<file path="src/include/hci_settings.svh">
// HCI queue path settings

`ifndef HCI_SETTINGS_SVH
`define HCI_SETTINGS_SVH

// Entries per queue
`define HCI_CMD_DEPTH 8
`define HCI_RESP_DEPTH 8
`define HCI_TX_DEPTH 8
`define HCI_RX_DEPTH 8

// CPU bus address width
`define HCI_CSR_AW 12

// CSR and data word width
`define HCI_DWORD_W 32

`endif
</file>
<file path="src/design/hci_queue_pkg.sv">
// HCI queue data types

`include "hci_settings.svh"

package hci_queue_pkg;

  typedef logic [`HCI_DWORD_W-1:0] dword_t;
  typedef logic [2*`HCI_DWORD_W-1:0] cmd_desc_t;  // Two words, low first
  typedef logic [7:0] thld_t;

  localparam int unsigned CTRL_DEPTH_MAX =
      (`HCI_CMD_DEPTH > `HCI_RESP_DEPTH) ? `HCI_CMD_DEPTH : `HCI_RESP_DEPTH;
  localparam int unsigned DATA_DEPTH_MAX =
      (`HCI_TX_DEPTH > `HCI_RX_DEPTH) ? `HCI_TX_DEPTH : `HCI_RX_DEPTH;
  localparam int unsigned DEPTH_MAX =
      (CTRL_DEPTH_MAX > DATA_DEPTH_MAX) ? CTRL_DEPTH_MAX : DATA_DEPTH_MAX;

  // Occupancy counts up to and including the full depth
  localparam int unsigned DEPTH_W = $clog2(DEPTH_MAX + 1);

  typedef logic [DEPTH_W-1:0] depth_t;

endpackage

</file>
<file path="src/design/hci_reg_pkg.sv">
// HCI PIO register map

`include "hci_settings.svh"

package hci_reg_pkg;

  typedef logic [`HCI_CSR_AW-1:0] csr_addr_t;

  localparam csr_addr_t ADDR_COMMAND_PORT          = 'h00;  // Write only
  localparam csr_addr_t ADDR_RESPONSE_PORT         = 'h04;  // Read only
  localparam csr_addr_t ADDR_XFER_DATA_PORT        = 'h08;  // Write TX, read RX
  localparam csr_addr_t ADDR_QUEUE_THLD_CTRL       = 'h0C;
  localparam csr_addr_t ADDR_DATA_BUFFER_THLD_CTRL = 'h10;
  localparam csr_addr_t ADDR_RESET_CONTROL         = 'h14;

  localparam int unsigned CMD_THLD_LSB    = 0;
  localparam int unsigned RESP_THLD_LSB   = 8;
  localparam int unsigned TX_BUF_THLD_LSB = 0;
  localparam int unsigned RX_BUF_THLD_LSB = 8;
  localparam int unsigned RST_LSB         = 1;  // Queue reset bits
  localparam int unsigned RST_MSB         = 4;

  typedef logic [2:0] buf_thld_t;
  typedef logic [RST_MSB:RST_LSB] reset_ctrl_t;

  // Values are the RESET_CONTROL bit positions
  typedef enum logic [2:0] {
    QUEUE_CMD  = 3'd1,
    QUEUE_RESP = 3'd2,
    QUEUE_TX   = 3'd3,
    QUEUE_RX   = 3'd4
  } queue_sel_e;

endpackage

</file>
<file path="src/design/hci_port_if.sv">
// CSR to queue port

`timescale 1ns/10ps

interface hci_port_if;
  import hci_queue_pkg::*;

  logic   req;         // Access pending until ack
  logic   ack;
  dword_t wdata;
  dword_t rdata;       // Valid with ack
  thld_t  ready_thld;
  logic   flush;       // Level, held until flush_done
  logic   flush_done;

  modport csr_mp (
    output req, wdata, ready_thld, flush,
    input  ack, rdata, flush_done
  );

  modport queue_mp (
    input  req, wdata, ready_thld, flush,
    output ack, rdata, flush_done
  );

endinterface

</file>
<file path="src/design/hci_top.sv">
// I3C HCI PIO queue path

`timescale 1ns/10ps

`include "hci_settings.svh"

module hci_top (
  input  logic                      clk_i,
  input  logic                      rst_ni,
  input  logic                      cpu_req_i,
  input  logic                      cpu_req_is_wr_i,
  input  hci_reg_pkg::csr_addr_t    cpu_addr_i,
  input  hci_queue_pkg::dword_t     cpu_wr_data_i,
  output logic                      cpu_rd_ack_o,
  output logic                      cpu_rd_err_o,
  output hci_queue_pkg::dword_t     cpu_rd_data_o,
  output logic                      cpu_wr_ack_o,
  output logic                      cpu_wr_err_o,
  // Command queue
  output logic                      cmd_rvalid_o,
  input  logic                      cmd_rready_i,
  output hci_queue_pkg::cmd_desc_t  cmd_rdata_o,
  output hci_queue_pkg::depth_t     cmd_depth_o,
  output logic                      cmd_ready_thld_trig_o,
  // TX data
  output logic                      tx_rvalid_o,
  input  logic                      tx_rready_i,
  output hci_queue_pkg::dword_t     tx_rdata_o,
  output hci_queue_pkg::depth_t     tx_depth_o,
  output logic                      tx_ready_thld_trig_o,
  // Response queue
  input  logic                      resp_wvalid_i,
  output logic                      resp_wready_o,
  input  hci_queue_pkg::dword_t     resp_wdata_i,
  output hci_queue_pkg::depth_t     resp_depth_o,
  output logic                      resp_ready_thld_trig_o,
  // RX data
  input  logic                      rx_wvalid_i,
  output logic                      rx_wready_o,
  input  hci_queue_pkg::dword_t     rx_wdata_i,
  output hci_queue_pkg::depth_t     rx_depth_o,
  output logic                      rx_ready_thld_trig_o
);

  hci_port_if cmd_if ();
  hci_port_if tx_if ();
  hci_port_if resp_if ();
  hci_port_if rx_if ();

  hci_csr u_csr (
    .clk_i,
    .rst_ni,
    .cpu_req_i,
    .cpu_req_is_wr_i,
    .cpu_addr_i,
    .cpu_wr_data_i,
    .cpu_rd_ack_o,
    .cpu_rd_err_o,
    .cpu_rd_data_o,
    .cpu_wr_ack_o,
    .cpu_wr_err_o,
    .cmd_port  (cmd_if),
    .tx_port   (tx_if),
    .resp_port (resp_if),
    .rx_port   (rx_if)
  );

  // Two CSR words per command descriptor
  hci_write_queue #(
    .Depth     (`HCI_CMD_DEPTH),
    .DataWidth (2 * `HCI_DWORD_W)
  ) u_cmd_queue (
    .clk_i,
    .rst_ni,
    .port              (cmd_if),
    .rvalid_o          (cmd_rvalid_o),
    .rready_i          (cmd_rready_i),
    .rdata_o           (cmd_rdata_o),
    .depth_o           (cmd_depth_o),
    .ready_thld_trig_o (cmd_ready_thld_trig_o)
  );

  hci_write_queue #(
    .Depth     (`HCI_TX_DEPTH),
    .DataWidth (`HCI_DWORD_W)
  ) u_tx_queue (
    .clk_i,
    .rst_ni,
    .port              (tx_if),
    .rvalid_o          (tx_rvalid_o),
    .rready_i          (tx_rready_i),
    .rdata_o           (tx_rdata_o),
    .depth_o           (tx_depth_o),
    .ready_thld_trig_o (tx_ready_thld_trig_o)
  );

  hci_read_queue #(
    .Depth (`HCI_RESP_DEPTH)
  ) u_resp_queue (
    .clk_i,
    .rst_ni,
    .port              (resp_if),
    .wvalid_i          (resp_wvalid_i),
    .wready_o          (resp_wready_o),
    .wdata_i           (resp_wdata_i),
    .depth_o           (resp_depth_o),
    .ready_thld_trig_o (resp_ready_thld_trig_o)
  );

  hci_read_queue #(
    .Depth (`HCI_RX_DEPTH)
  ) u_rx_queue (
    .clk_i,
    .rst_ni,
    .port              (rx_if),
    .wvalid_i          (rx_wvalid_i),
    .wready_o          (rx_wready_o),
    .wdata_i           (rx_wdata_i),
    .depth_o           (rx_depth_o),
    .ready_thld_trig_o (rx_ready_thld_trig_o)
  );

endmodule

</file>
<file path="src/design/hci_read_queue.sv">
// Controller to software queue

`timescale 1ns/10ps

module hci_read_queue #(
  parameter int unsigned Depth = 8
) (
  input  logic                  clk_i,
  input  logic                  rst_ni,
  hci_port_if.queue_mp          port,
  input  logic                  wvalid_i,
  output logic                  wready_o,
  input  hci_queue_pkg::dword_t wdata_i,
  output hci_queue_pkg::depth_t depth_o,
  output logic                  ready_thld_trig_o
);
  import hci_queue_pkg::*;

  localparam int unsigned PtrW = (Depth > 1) ? $clog2(Depth) : 1;

  dword_t          mem_q [Depth];
  logic [PtrW-1:0] wr_ptr_q;
  logic [PtrW-1:0] rd_ptr_q;
  depth_t          depth_q;
  logic            push;
  logic            pop;
  logic            flush_done_q;

  function automatic logic [PtrW-1:0] ptr_inc(logic [PtrW-1:0] ptr);
    return (ptr == PtrW'(Depth - 1)) ? '0 : ptr + 1'b1;
  endfunction

  assign wready_o = (depth_q != depth_t'(Depth)) && !port.flush;
  assign push     = wvalid_i && wready_o;

  // Software pop, data valid with ack
  assign port.ack        = port.req && (depth_q != '0) && !port.flush;
  assign port.rdata      = mem_q[rd_ptr_q];
  assign port.flush_done = flush_done_q;
  assign pop             = port.ack;

  always_ff @(posedge clk_i) begin
    if (push) mem_q[wr_ptr_q] <= wdata_i;
  end

  always_ff @(posedge clk_i or negedge rst_ni) begin
    if (!rst_ni) begin
      wr_ptr_q     <= '0;
      rd_ptr_q     <= '0;
      depth_q      <= '0;
      flush_done_q <= 1'b0;
    end else begin
      flush_done_q <= port.flush && !flush_done_q;
      if (port.flush) begin
        wr_ptr_q <= '0;
        rd_ptr_q <= '0;
        depth_q  <= '0;
      end else begin
        if (push) wr_ptr_q <= ptr_inc(wr_ptr_q);
        if (pop) rd_ptr_q <= ptr_inc(rd_ptr_q);
        depth_q <= depth_q + depth_t'(push) - depth_t'(pop);
      end
    end
  end

  assign ready_thld_trig_o = 32'(depth_q) >= 32'(port.ready_thld);  // Enough to read
  assign depth_o           = depth_q;

endmodule

</file>
<file path="src/design/hci_write_queue.sv">
// Software to controller queue

`timescale 1ns/10ps

module hci_write_queue #(
  parameter int unsigned Depth     = 8,
  parameter int unsigned DataWidth = 32
) (
  input  logic                  clk_i,
  input  logic                  rst_ni,
  hci_port_if.queue_mp          port,
  output logic                  rvalid_o,
  input  logic                  rready_i,
  output logic [DataWidth-1:0]  rdata_o,
  output hci_queue_pkg::depth_t depth_o,
  output logic                  ready_thld_trig_o
);
  import hci_queue_pkg::*;

  localparam int unsigned Words = DataWidth / $bits(dword_t);  // Words per entry
  localparam int unsigned PtrW  = (Depth > 1) ? $clog2(Depth) : 1;
  localparam int unsigned WcntW = (Words > 1) ? $clog2(Words) : 1;

  logic [DataWidth-1:0] mem_q [Depth];
  logic [DataWidth-1:0] pack_q;
  logic [DataWidth-1:0] pack_d;
  logic [PtrW-1:0]      wr_ptr_q;
  logic [PtrW-1:0]      rd_ptr_q;
  logic [WcntW-1:0]     wcnt_q;
  depth_t               depth_q;
  depth_t               free_cnt;
  logic                 full;
  logic                 last_word;
  logic                 push;
  logic                 pop;
  logic                 flush_done_q;

  function automatic logic [PtrW-1:0] ptr_inc(logic [PtrW-1:0] ptr);
    return (ptr == PtrW'(Depth - 1)) ? '0 : ptr + 1'b1;
  endfunction

  assign full      = depth_q == depth_t'(Depth);
  assign last_word = wcnt_q == WcntW'(Words - 1);

  // Every word is acked, the entry is pushed with its last word
  assign port.ack        = port.req && !port.flush && !full;
  assign port.rdata      = '0;
  assign port.flush_done = flush_done_q;
  assign push            = port.ack && last_word;

  assign rvalid_o = (depth_q != '0) && !port.flush;
  assign pop      = rvalid_o && rready_i;
  assign rdata_o  = mem_q[rd_ptr_q];

  always_comb begin
    pack_d = pack_q;
    pack_d[wcnt_q * $bits(dword_t) +: $bits(dword_t)] = port.wdata;  // Low word first
  end

  always_ff @(posedge clk_i) begin
    if (port.ack) pack_q <= pack_d;
    if (push) mem_q[wr_ptr_q] <= pack_d;
  end

  always_ff @(posedge clk_i or negedge rst_ni) begin
    if (!rst_ni) begin
      wr_ptr_q     <= '0;
      rd_ptr_q     <= '0;
      wcnt_q       <= '0;
      depth_q      <= '0;
      flush_done_q <= 1'b0;
    end else begin
      flush_done_q <= port.flush && !flush_done_q;
      if (port.flush) begin  // Drops a half-packed entry too
        wr_ptr_q <= '0;
        rd_ptr_q <= '0;
        wcnt_q   <= '0;
        depth_q  <= '0;
      end else begin
        if (port.ack) wcnt_q <= last_word ? '0 : wcnt_q + 1'b1;
        if (push) wr_ptr_q <= ptr_inc(wr_ptr_q);
        if (pop) rd_ptr_q <= ptr_inc(rd_ptr_q);
        depth_q <= depth_q + depth_t'(push) - depth_t'(pop);
      end
    end
  end

  assign free_cnt          = depth_t'(Depth) - depth_q;
  assign ready_thld_trig_o = 32'(free_cnt) >= 32'(port.ready_thld);  // Enough room
  assign depth_o           = depth_q;

endmodule

</file>
<file path="src/design/hci_csr.sv">
// HCI CSR decode and port sequencing

`timescale 1ns/10ps

module hci_csr (
  input  logic                   clk_i,
  input  logic                   rst_ni,
  input  logic                   cpu_req_i,
  input  logic                   cpu_req_is_wr_i,
  input  hci_reg_pkg::csr_addr_t cpu_addr_i,
  input  hci_queue_pkg::dword_t  cpu_wr_data_i,
  output logic                   cpu_rd_ack_o,
  output logic                   cpu_rd_err_o,
  output hci_queue_pkg::dword_t  cpu_rd_data_o,
  output logic                   cpu_wr_ack_o,
  output logic                   cpu_wr_err_o,
  hci_port_if.csr_mp             cmd_port,
  hci_port_if.csr_mp             tx_port,
  hci_port_if.csr_mp             resp_port,
  hci_port_if.csr_mp             rx_port
);
  import hci_reg_pkg::*;
  import hci_queue_pkg::*;

  typedef enum logic [1:0] {
    IDLE,
    PORT_WAIT,
    RESP
  } state_e;

  state_e      state_q;
  queue_sel_e  sel_q;
  queue_sel_e  acc_sel;
  logic        is_wr_q;
  logic        err_q;
  logic        acc_port;
  logic        acc_err;
  logic        reg_wr;
  logic        port_ack;
  dword_t      acc_rdata;
  dword_t      port_rdata;
  dword_t      wdata_q;
  dword_t      rdata_q;
  thld_t       cmd_thld_q;
  thld_t       resp_thld_q;
  buf_thld_t   tx_code_q;
  buf_thld_t   rx_code_q;
  reset_ctrl_t rst_q;
  reset_ctrl_t flush_done;

  function automatic thld_t queue_thld(thld_t val);
    return (val == '0) ? thld_t'(1) : val;  // Zero acts as one
  endfunction

  // Code N means 2^(N+1) entries, top code saturates
  function automatic thld_t buf_thld(buf_thld_t code);
    return (code == '1) ? '1 : thld_t'(2) << code;
  endfunction

  always_comb begin
    acc_port  = 1'b0;
    acc_err   = 1'b0;
    acc_sel   = QUEUE_CMD;
    acc_rdata = '0;
    case (cpu_addr_i)
      ADDR_COMMAND_PORT: begin
        acc_port = cpu_req_is_wr_i;
        acc_err  = !cpu_req_is_wr_i;
      end
      ADDR_RESPONSE_PORT: begin
        acc_port = !cpu_req_is_wr_i;
        acc_err  = cpu_req_is_wr_i;
        acc_sel  = QUEUE_RESP;
      end
      ADDR_XFER_DATA_PORT: begin
        acc_port = 1'b1;
        acc_sel  = cpu_req_is_wr_i ? QUEUE_TX : QUEUE_RX;
      end
      ADDR_QUEUE_THLD_CTRL: begin
        acc_rdata[CMD_THLD_LSB +: $bits(thld_t)]  = cmd_thld_q;
        acc_rdata[RESP_THLD_LSB +: $bits(thld_t)] = resp_thld_q;
      end
      ADDR_DATA_BUFFER_THLD_CTRL: begin
        acc_rdata[TX_BUF_THLD_LSB +: $bits(buf_thld_t)] = tx_code_q;
        acc_rdata[RX_BUF_THLD_LSB +: $bits(buf_thld_t)] = rx_code_q;
      end
      ADDR_RESET_CONTROL: acc_rdata[RST_MSB:RST_LSB] = rst_q;  // Live flush state
      default: acc_err = 1'b1;
    endcase
  end

  assign reg_wr = (state_q == IDLE) && cpu_req_i && cpu_req_is_wr_i;

  always_comb begin
    flush_done = '0;
    flush_done[QUEUE_CMD]  = cmd_port.flush_done;
    flush_done[QUEUE_RESP] = resp_port.flush_done;
    flush_done[QUEUE_TX]   = tx_port.flush_done;
    flush_done[QUEUE_RX]   = rx_port.flush_done;
    case (sel_q)
      QUEUE_CMD:  {port_ack, port_rdata} = {cmd_port.ack, cmd_port.rdata};
      QUEUE_RESP: {port_ack, port_rdata} = {resp_port.ack, resp_port.rdata};
      QUEUE_TX:   {port_ack, port_rdata} = {tx_port.ack, tx_port.rdata};
      QUEUE_RX:   {port_ack, port_rdata} = {rx_port.ack, rx_port.rdata};
      default:    {port_ack, port_rdata} = '0;
    endcase
  end

  always_ff @(posedge clk_i or negedge rst_ni) begin
    if (!rst_ni) begin
      state_q <= IDLE;
      sel_q   <= QUEUE_CMD;
      is_wr_q <= 1'b0;
      err_q   <= 1'b0;
    end else begin
      case (state_q)
        IDLE: begin
          if (cpu_req_i) begin
            sel_q   <= acc_sel;
            is_wr_q <= cpu_req_is_wr_i;
            err_q   <= acc_err;
            state_q <= acc_port ? PORT_WAIT : RESP;
          end
        end
        PORT_WAIT: if (port_ack) state_q <= RESP;
        default: state_q <= IDLE;  // RESP lasts one cycle
      endcase
    end
  end

  always_ff @(posedge clk_i or negedge rst_ni) begin
    if (!rst_ni) begin
      cmd_thld_q  <= '0;
      resp_thld_q <= '0;
      tx_code_q   <= '0;
      rx_code_q   <= '0;
      rst_q       <= '0;
    end else begin
      if (reg_wr && cpu_addr_i == ADDR_QUEUE_THLD_CTRL) begin
        cmd_thld_q  <= cpu_wr_data_i[CMD_THLD_LSB +: $bits(thld_t)];
        resp_thld_q <= cpu_wr_data_i[RESP_THLD_LSB +: $bits(thld_t)];
      end
      if (reg_wr && cpu_addr_i == ADDR_DATA_BUFFER_THLD_CTRL) begin
        tx_code_q <= cpu_wr_data_i[TX_BUF_THLD_LSB +: $bits(buf_thld_t)];
        rx_code_q <= cpu_wr_data_i[RX_BUF_THLD_LSB +: $bits(buf_thld_t)];
      end
      // Hardware clears on done, software sets
      rst_q <= (rst_q & ~flush_done) |
               ((reg_wr && cpu_addr_i == ADDR_RESET_CONTROL) ?
                cpu_wr_data_i[RST_MSB:RST_LSB] : '0);
    end
  end

  always_ff @(posedge clk_i) begin
    if (state_q == IDLE && cpu_req_i) begin
      wdata_q <= cpu_wr_data_i;
      rdata_q <= acc_rdata;
    end else if (state_q == PORT_WAIT && port_ack) begin
      rdata_q <= port_rdata;
    end
  end

  assign cmd_port.req         = (state_q == PORT_WAIT) && (sel_q == QUEUE_CMD);
  assign cmd_port.wdata       = wdata_q;
  assign cmd_port.ready_thld  = queue_thld(cmd_thld_q);
  assign cmd_port.flush       = rst_q[QUEUE_CMD];
  assign resp_port.req        = (state_q == PORT_WAIT) && (sel_q == QUEUE_RESP);
  assign resp_port.wdata      = wdata_q;
  assign resp_port.ready_thld = queue_thld(resp_thld_q);
  assign resp_port.flush      = rst_q[QUEUE_RESP];
  assign tx_port.req          = (state_q == PORT_WAIT) && (sel_q == QUEUE_TX);
  assign tx_port.wdata        = wdata_q;
  assign tx_port.ready_thld   = buf_thld(tx_code_q);
  assign tx_port.flush        = rst_q[QUEUE_TX];
  assign rx_port.req          = (state_q == PORT_WAIT) && (sel_q == QUEUE_RX);
  assign rx_port.wdata        = wdata_q;
  assign rx_port.ready_thld   = buf_thld(rx_code_q);
  assign rx_port.flush        = rst_q[QUEUE_RX];

  assign cpu_rd_ack_o  = (state_q == RESP) && !is_wr_q;
  assign cpu_wr_ack_o  = (state_q == RESP) && is_wr_q;
  assign cpu_rd_err_o  = cpu_rd_ack_o && err_q;
  assign cpu_wr_err_o  = cpu_wr_ack_o && err_q;
  assign cpu_rd_data_o = rdata_q;

endmodule

</file>
<file path="config.mk">
export PLATFORM = sky130hd
export DESIGN_NAME = hci_top
export DESIGN_NICKNAME = d
export VERILOG_FILES = /design/src/design/hci_queue_pkg.sv /design/src/design/hci_reg_pkg.sv /design/src/design/hci_port_if.sv /design/src/design/hci_top.sv /design/src/design/hci_read_queue.sv /design/src/design/hci_write_queue.sv /design/src/design/hci_csr.sv
export VERILOG_INCLUDE_DIRS = /design/src /design/src/include
export SDC_FILE = /design/constraint.sdc
export NUM_CORES = 1
export LEC_CHECK = 0
export BUFFER_PORTS_ARGS = -buffer_cell sky130_fd_sc_hd__buf_2
export CELL_PAD_IN_SITES_DETAIL_PLACEMENT = 1
export CELL_PAD_IN_SITES_GLOBAL_PLACEMENT = 1
export CORE_UTILIZATION = 54
export DETAILED_ROUTE_END_ITERATION = 10
export GPL_ROUTABILITY_DRIVEN = 0
export PLACE_DENSITY_LB_ADDON = 0.1
export SLEW_MARGIN = 0
export SYNTH_ARGS = -nofsm -noshare
export SYNTH_HDL_FRONTEND = slang
export SYNTH_HIERARCHICAL = 1
export SYNTH_SLANG_ARGS = --single-unit
</file>
<file path="constraint.sdc">
create_clock -name clk_i -period 11 [get_ports clk_i]
set_input_delay 0 -clock clk_i [delete_from_list [all_inputs] [get_ports clk_i]]
set_output_delay 0 -clock clk_i [all_outputs]
set_load 0.05 [all_outputs]
</file>
Word-level counts from Yosys, hierarchy flattened
Memories as Yosys holds them, arrays and structs flattened.
Index checks and enable logic that the tools add are counted.
- flip-flop bits (word level): 239
- latch bits: 0
- memory bits (writable): 1280
- bits in read-only memories: 0
- bits of input ports: 116
- output and inout port bits: 156
- logic and storage cells: 236
- memories: 4
- memories (memory ; words ; width ; rd ports ; clocked after memory_dff ; wr ports ; line ; text):
    u_cmd_queue.mem_q ; 8 ; 64 ; 1 ; 0 ; 1 ; hci_write_queue.sv:24 ; logic [DataWidth-1:0] mem_q [Depth];
    u_resp_queue.mem_q ; 8 ; 32 ; 1 ; 0 ; 1 ; hci_read_queue.sv:21 ; dword_t mem_q [Depth];
    u_rx_queue.mem_q ; 8 ; 32 ; 1 ; 0 ; 1 ; hci_read_queue.sv:21 ;
    u_tx_queue.mem_q ; 8 ; 32 ; 1 ; 0 ; 1 ; hci_write_queue.sv:24 ;
- $add $sub $neg: 22
- multiply operators: 0
- div/mod/pow operators: 0
- magnitude comparators: 4
- equal/unequal tests: 27
- shifts and indexed selects: 6
- multiplexer cells: 67
- bitwise logic cells: 4
- reductions and logical operators: 70
- operators with widths (cell ; number):
    $mux 3 ; 26
    $neg 6->34 ; 2
    $bwmux 64 ; 1
    $pmux 32 s2 ; 1
    $shift 32x34->64 const A ; 1
    $shiftx 32x34->64 ; 1
    $logic_and 1x1->1 ; 36
    $shift 32x34->32 const A ; 1
    $shiftx 32x34->32 ; 1
    $eq 3x3->1 const B ; 11
    $bwmux 32 ; 1
    $ge 4x8->1 ; 4
    $mux 16 ; 2
    $mux 8 ; 4
    $add 3x1->3 const B ; 8
    $eq 12x4->1 const B ; 2
    $eq 12x5->1 const B ; 2
    $reduce_bool 2->1 ; 11
    $mux 4 ; 5
    $add 4x1->4 ; 4
    $logic_not 8->1 ; 2
    $reduce_bool 4->1 ; 4
    $shl 2x3->8 const A ; 2
    $sub 4x1->4 ; 4
    29 further kinds ; 64

Depth between registers and ports, before layout
- depth after elaboration: 8
- depth in mapped cells: 14
- gate-level depth less buffers: 11

Hierarchy
The synthesis kept the hierarchy.
- by module, submodules not included (module ; times used ; cells an instance ; area each (um^2) ; sequential area each (um^2)):
    hci_write_queue (u_cmd_queue) ; 1 ; 1003 ; 23024.6 ; 17596.9
    hci_read_queue ; 2 ; 460 ; 10538.9 ; 7962.6
    hci_write_queue (u_tx_queue) ; 1 ; 497 ; 10819.1 ; 7962.6
    hci_csr ; 1 ; 515 ; 5758.0 ; 2588.7

Worst setup path before layout
Ideal clock, no wire load.
- path kind: reg2reg
- start: reg u_csr.sel_q[1]
- end: mem u_cmd_queue/mem_q[0][0] (netlist bit), enable pin
- library setup time: 646 ps
- data arrival time: 7695 ps
- required time: 10354 ps
- setup slack: 2660 ps
- cell stages (with the launch flop): 8
- path buffers: 3
- period minus slack after synthesis: 8340 ps
- cells stage by stage: dfrtp_1 buf_2 buf_2 buf_4 nor3_1 nor2b_1 nand3_1 nor4_1
- longest elaborated chain between the ends: 7
- RTL lines (item ; line ; text):
    from (decl) ; hci_csr.sv:32 ; queue_sel_e sel_q;
    from (signal assigned) ; hci_csr.sv:119 ; sel_q <= acc_sel;
    $eq 3x1->1 ; hci_csr.sv:163 ; assign cmd_port.req = (state_q == PORT_WAIT) && (sel_q == QUEUE_CMD);
    $logic_and 1x1->1 ; hci_csr.sv:163 ;
    via cmd_if.req ; hci_port_if.sv:8 ; logic req;
    $logic_and 1x1->1 (2 in a row) ; hci_write_queue.sv:46 ; assign port.ack = port.req && !port.flush && !full;
    $logic_and 1x1->1 ; hci_write_queue.sv:49 ; assign push = port.ack && last_word;
    $mux 1 ; hci_write_queue.sv:62 ; if (push) mem_q[wr_ptr_q] <= pack_d;
    $mux 1 (not written as such) ; hci_write_queue.sv:62 ;
    to (decl) ; hci_write_queue.sv:24 ;
The timed path passes the listed nets, and every way through them passes these cells.

Final worst setup path
- start: reg u_csr.sel_q[2]
- end: reg u_csr.rdata_q[4], in the netlist u_csr/cpu_rd_data_o[4], enable pin
- longest elaborated chain between the ends: 7
- elaborated cells between the ends (all ways): 19
- those cells by class: 4 x eq/ne; 1 x mux; 14 x reduce/logical
- RTL lines (item ; line ; text):
    $eq 3x1->1 ; hci_csr.sv:163 ;
    $logic_and 1x1->1 ; hci_csr.sv:163 ;
    via cmd_if.req ; hci_port_if.sv:8 ;
    $logic_and 1x1->1 (2 in a row) ; hci_write_queue.sv:46 ;
    via cmd_if.ack ; hci_port_if.sv:9 ; logic ack;
    $pmux 1 s4 ; hci_csr.sv:100 ; case (sel_q)
    $logic_and 1x1->1 ; hci_csr.sv:158 ; end else if (state_q == PORT_WAIT && port_ack) begin
    $reduce_bool 2->1 (no line) ; n/a ;
    to (signal assigned) ; hci_csr.sv:157 ; rdata_q <= acc_rdata;
    to (signal assigned) ; hci_csr.sv:159 ; rdata_q <= port_rdata;
    to (decl) ; hci_csr.sv:43 ; dword_t rdata_q;
The timed path passes the listed nets, and every way through them passes these cells.
A chain may end at the register's enable or synchronous reset.

==> summary.txt <==
Setup path
  • Kind of start point of the critical path: register
  • Signal arrival time at the worst endpoint: 4.93 ns
  • Reg2Reg Setup Slack: 6.34 ns
  • Required time at the worst-slack endpoint: 11.27 ns
  • Worst Path Max Fanout: 20
  • Category of the critical setup timing path: register to register
  • Capturing element type of the critical path: register

Pwr
  • Leakage power total: 0.0231 uW
  • Pwr Density: 229 nW/um^2
  • Design Power: 15,800 uW
  • Peak supply drop: 218 uV

Placement
  • Place WS: 6.49 ns
  • Area after detailed placement: 62,600 sq um
  • Port-buffer cells: 271
  • Final HPWL from detailed placement: 85.3 mm

Synthesis
  • Syn_area_per_cell: 21.0 sq um
  • Total standard cell area after synthesis: 60,200 sq um
  • Total of warnings raised by yosys: 6
  • Post-synthesis instance total: 2,871

Floorplan
  • I/O Pins: 272
  • Row count: 122
  • Total core area: 111,000 sq um
  • Initial core utilization: 54.4%
  • Die Y: 336 um
  • Chip width: 336 um
  • Die Area: 113,000 sq um

Route
  • Number of DRC violations after detailed-routing iteration 0: 2,042
  • Via count: 29,114
  • Final routed wirelength across all metal layers: 145 mm
  • Router iterations before antenna repair: 7
  • Number of remaining DRC errors: 0
  • Post-route antenna net violation count: 0
  • Via density per instance: 5.90
  • Routed WL per cell: 29.3 um

Clocking
  • Clock transition at the registers of the reported paths: 0.06 ns
  • CTS tree: built
  • Count of clock tree sinks: 1,486
  • CTS max path bufs: 3
  • Source-to-sink clock delay at the later pin of the worst-skew pair: 0.77 ns
  • Master cell of the clock root buffer: sky130_fd_sc_hd__clkbuf_16
  • Resized cells post-CTS: 0
  • Total clock buffers created by CTS: 153
  • # H-tree levels: 4
  • Post CTS Setup Buffer Count: 0

Timing
  • Worst Tran Pin Value: 1.32 ns
  • RSZ-0062 raised after global routing: false
  • Post-Route Setup TNS: 0 ns
  • Final Skew: 0.0415 ns
  • Setup violators final: 0
  • Final critical path time including I/O delays and setup: 4.66 ns
  • Min setup slack post-route: 6.34 ns
  • Count of endpoints failing hold in the final timing report: 0
  • Peak Freq: 215 MHz
  • Headroom to the max-slew limit: 11.7%
  • Part of the cycle the worst path needs: 42.3%
  • Final count of pins violating max slew: 0

Global routing
  • Total global-route track usage: 25.9%
  • Global-route wire length before repair: 210 mm
  • Largest net degree at the start of global routing: 115
  • Leftover overflow at the end of global routing: 0
  • Number of global-route vias before repair: 31,476
  • Initial antenna violation count: 9

Finish
  • Final-stage net count: 3,495
  • Filler cell count in the final layout: 9,227
  • Area growth from synthesis to layout: 14.5%
  • Core utilization of the finished layout: 62.3%
  • Share of layout cells above drive strength 1: 33.5%
  • Post-route cell area: 68,900 sq um

Worst hold path
  • Hold/Removal Path Class: input pin to register

Status
  • Outcome: finished clean

Flow run
  • Count of maximum capacitance violations: 0
## critical path, stage by stage (launching register included)
cell and delay (ns):
sky130_fd_sc_hd__dfrtp_1 0.69, sky130_fd_sc_hd__nand2b_1 0.54, sky130_fd_sc_hd__nor3_1 0.16, sky130_fd_sc_hd__nor2b_1 0.24
sky130_fd_sc_hd__and2_4 0.26, sky130_fd_sc_hd__mux2_2 0.31, sky130_fd_sc_hd__a211oi_1 0.33, sky130_fd_sc_hd__or2_1 0.88
sky130_fd_sc_hd__nand2_1 0.78
## where the power goes
group          switching (uW)  internal [uW]  total (uW)
clock network            2100           2930        5030
registers                 250           6540        6790
logic                    2590           1400        3990
## path summary, 6_finish.rpt
kind | from | end | cells after the start
worst max-delay path | u_csr/sel_q[2] | u_csr/cpu_rd_data_o[4] | 8
worst min-delay path | resp_wdata_i[20] | u_resp_queue/mem_q[7][20] | 2
worst max register to register | u_csr/sel_q[2] | u_csr/cpu_rd_data_o[4] | 8
worst min register to register | u_rx_queue/port.flush_done | u_rx_queue/port.flush_done | 1
max in group asynchronous | rst_ni | u_cmd_queue/rd_ptr_q[2] | 3
min in group asynchronous | rst_ni | u_rx_queue/depth_o[0] | 3
## final cells by class
class / count / area [sq um] / share of cell area (%)
Sequential cell: 1486 / 44100 / 64.0
Multi-Input combinational cell: 1158 / 14700 / 21.3
Clock buffer: 199 / 4170 / 6.05
Timing Repair Buffer: 467 / 3200 / 4.64
Tap cell: 1488 / 1860 / 2.70
Clock inverter: 81 / 699 / 1.01
Inverter: 49 / 184 / 0.267
Antenna cell: 6 / 15.0 / 0.0218
## cells in the final DEF (no fill, tap or decap), types with 9 or more instances in the layout
master	instances
sky130_fd_sc_hd__nor2_4	9
sky130_fd_sc_hd__conb_1	64
sky130_fd_sc_hd__mux2_2	271
sky130_fd_sc_hd__dfrtp_1	66
sky130_fd_sc_hd__edfxtp_1	1392
sky130_fd_sc_hd__dfxtp_1	16
sky130_fd_sc_hd__nor3_1	13
sky130_fd_sc_hd__buf_4	55
sky130_fd_sc_hd__nor2_1	34
sky130_fd_sc_hd__clkbuf_16	160
sky130_fd_sc_hd__clkinv_2	25
sky130_fd_sc_hd__and2_1	11
sky130_fd_sc_hd__a222oi_1	16
sky130_fd_sc_hd__buf_2	270
sky130_fd_sc_hd__ha_1	60
sky130_fd_sc_hd__nor2b_1	31
sky130_fd_sc_hd__inv_1	48
sky130_fd_sc_hd__mux2_4	10
sky130_fd_sc_hd__nand2_1	45
sky130_fd_sc_hd__a22o_1	17
sky130_fd_sc_hd__bufinv_16	11
sky130_fd_sc_hd__dlygate4sd3_1	141
sky130_fd_sc_hd__mux4_1	58
sky130_fd_sc_hd__o21ai_0	11
sky130_fd_sc_hd__mux2i_1	29
sky130_fd_sc_hd__mux4_2	262
sky130_fd_sc_hd__clkinv_1	37
sky130_fd_sc_hd__nand3_1	14
sky130_fd_sc_hd__a21oi_1	20
sky130_fd_sc_hd__nand2b_1	24
sky130_fd_sc_hd__clkbuf_1	37
sky130_fd_sc_hd__nor3_2	15
## per-layer routing
layer,share of wire (%),routed length (um),vias up,track usage [%]
met5,0.019,27,-,0
met4,2.6,3790,4,7.86
met3,5.2,7570,206,4.73
met2,53,75900,852,45.5
met1,40,57300,15525,32.8
li1,-,-,12527,-
## flip-flops by register name (all words and copies together) (netlist names), 8 cells and up
register / cells
u_csr/cmd_thld_q: 8
u_csr/resp_thld_q: 8
u_cmd_queue/mem_q: 512
u_resp_queue/mem_q: 256
u_csr/cpu_rd_data_o: 32
u_cmd_queue/pack_q: 64
u_csr/cmd_port.wdata: 32
u_rx_queue/mem_q: 256
u_tx_queue/mem_q: 256
## metrics by stage
step / hold slack, ns / cells
after detailed placement: -0.174 / 4507
after floorplan: -0.296 / 2933
final: 0.0590 / 4934
after CTS: 0.00613 / 4928
after global routing: 0.0482 / 4929
after global placement: -0.172 / 4507
## repair_timing
action	CTS	global route
endpoints found under the hold margin	668	0
hold buffers	141	0
endpoints found under the setup margin	0	0
(Power assumes the default switching activity.)
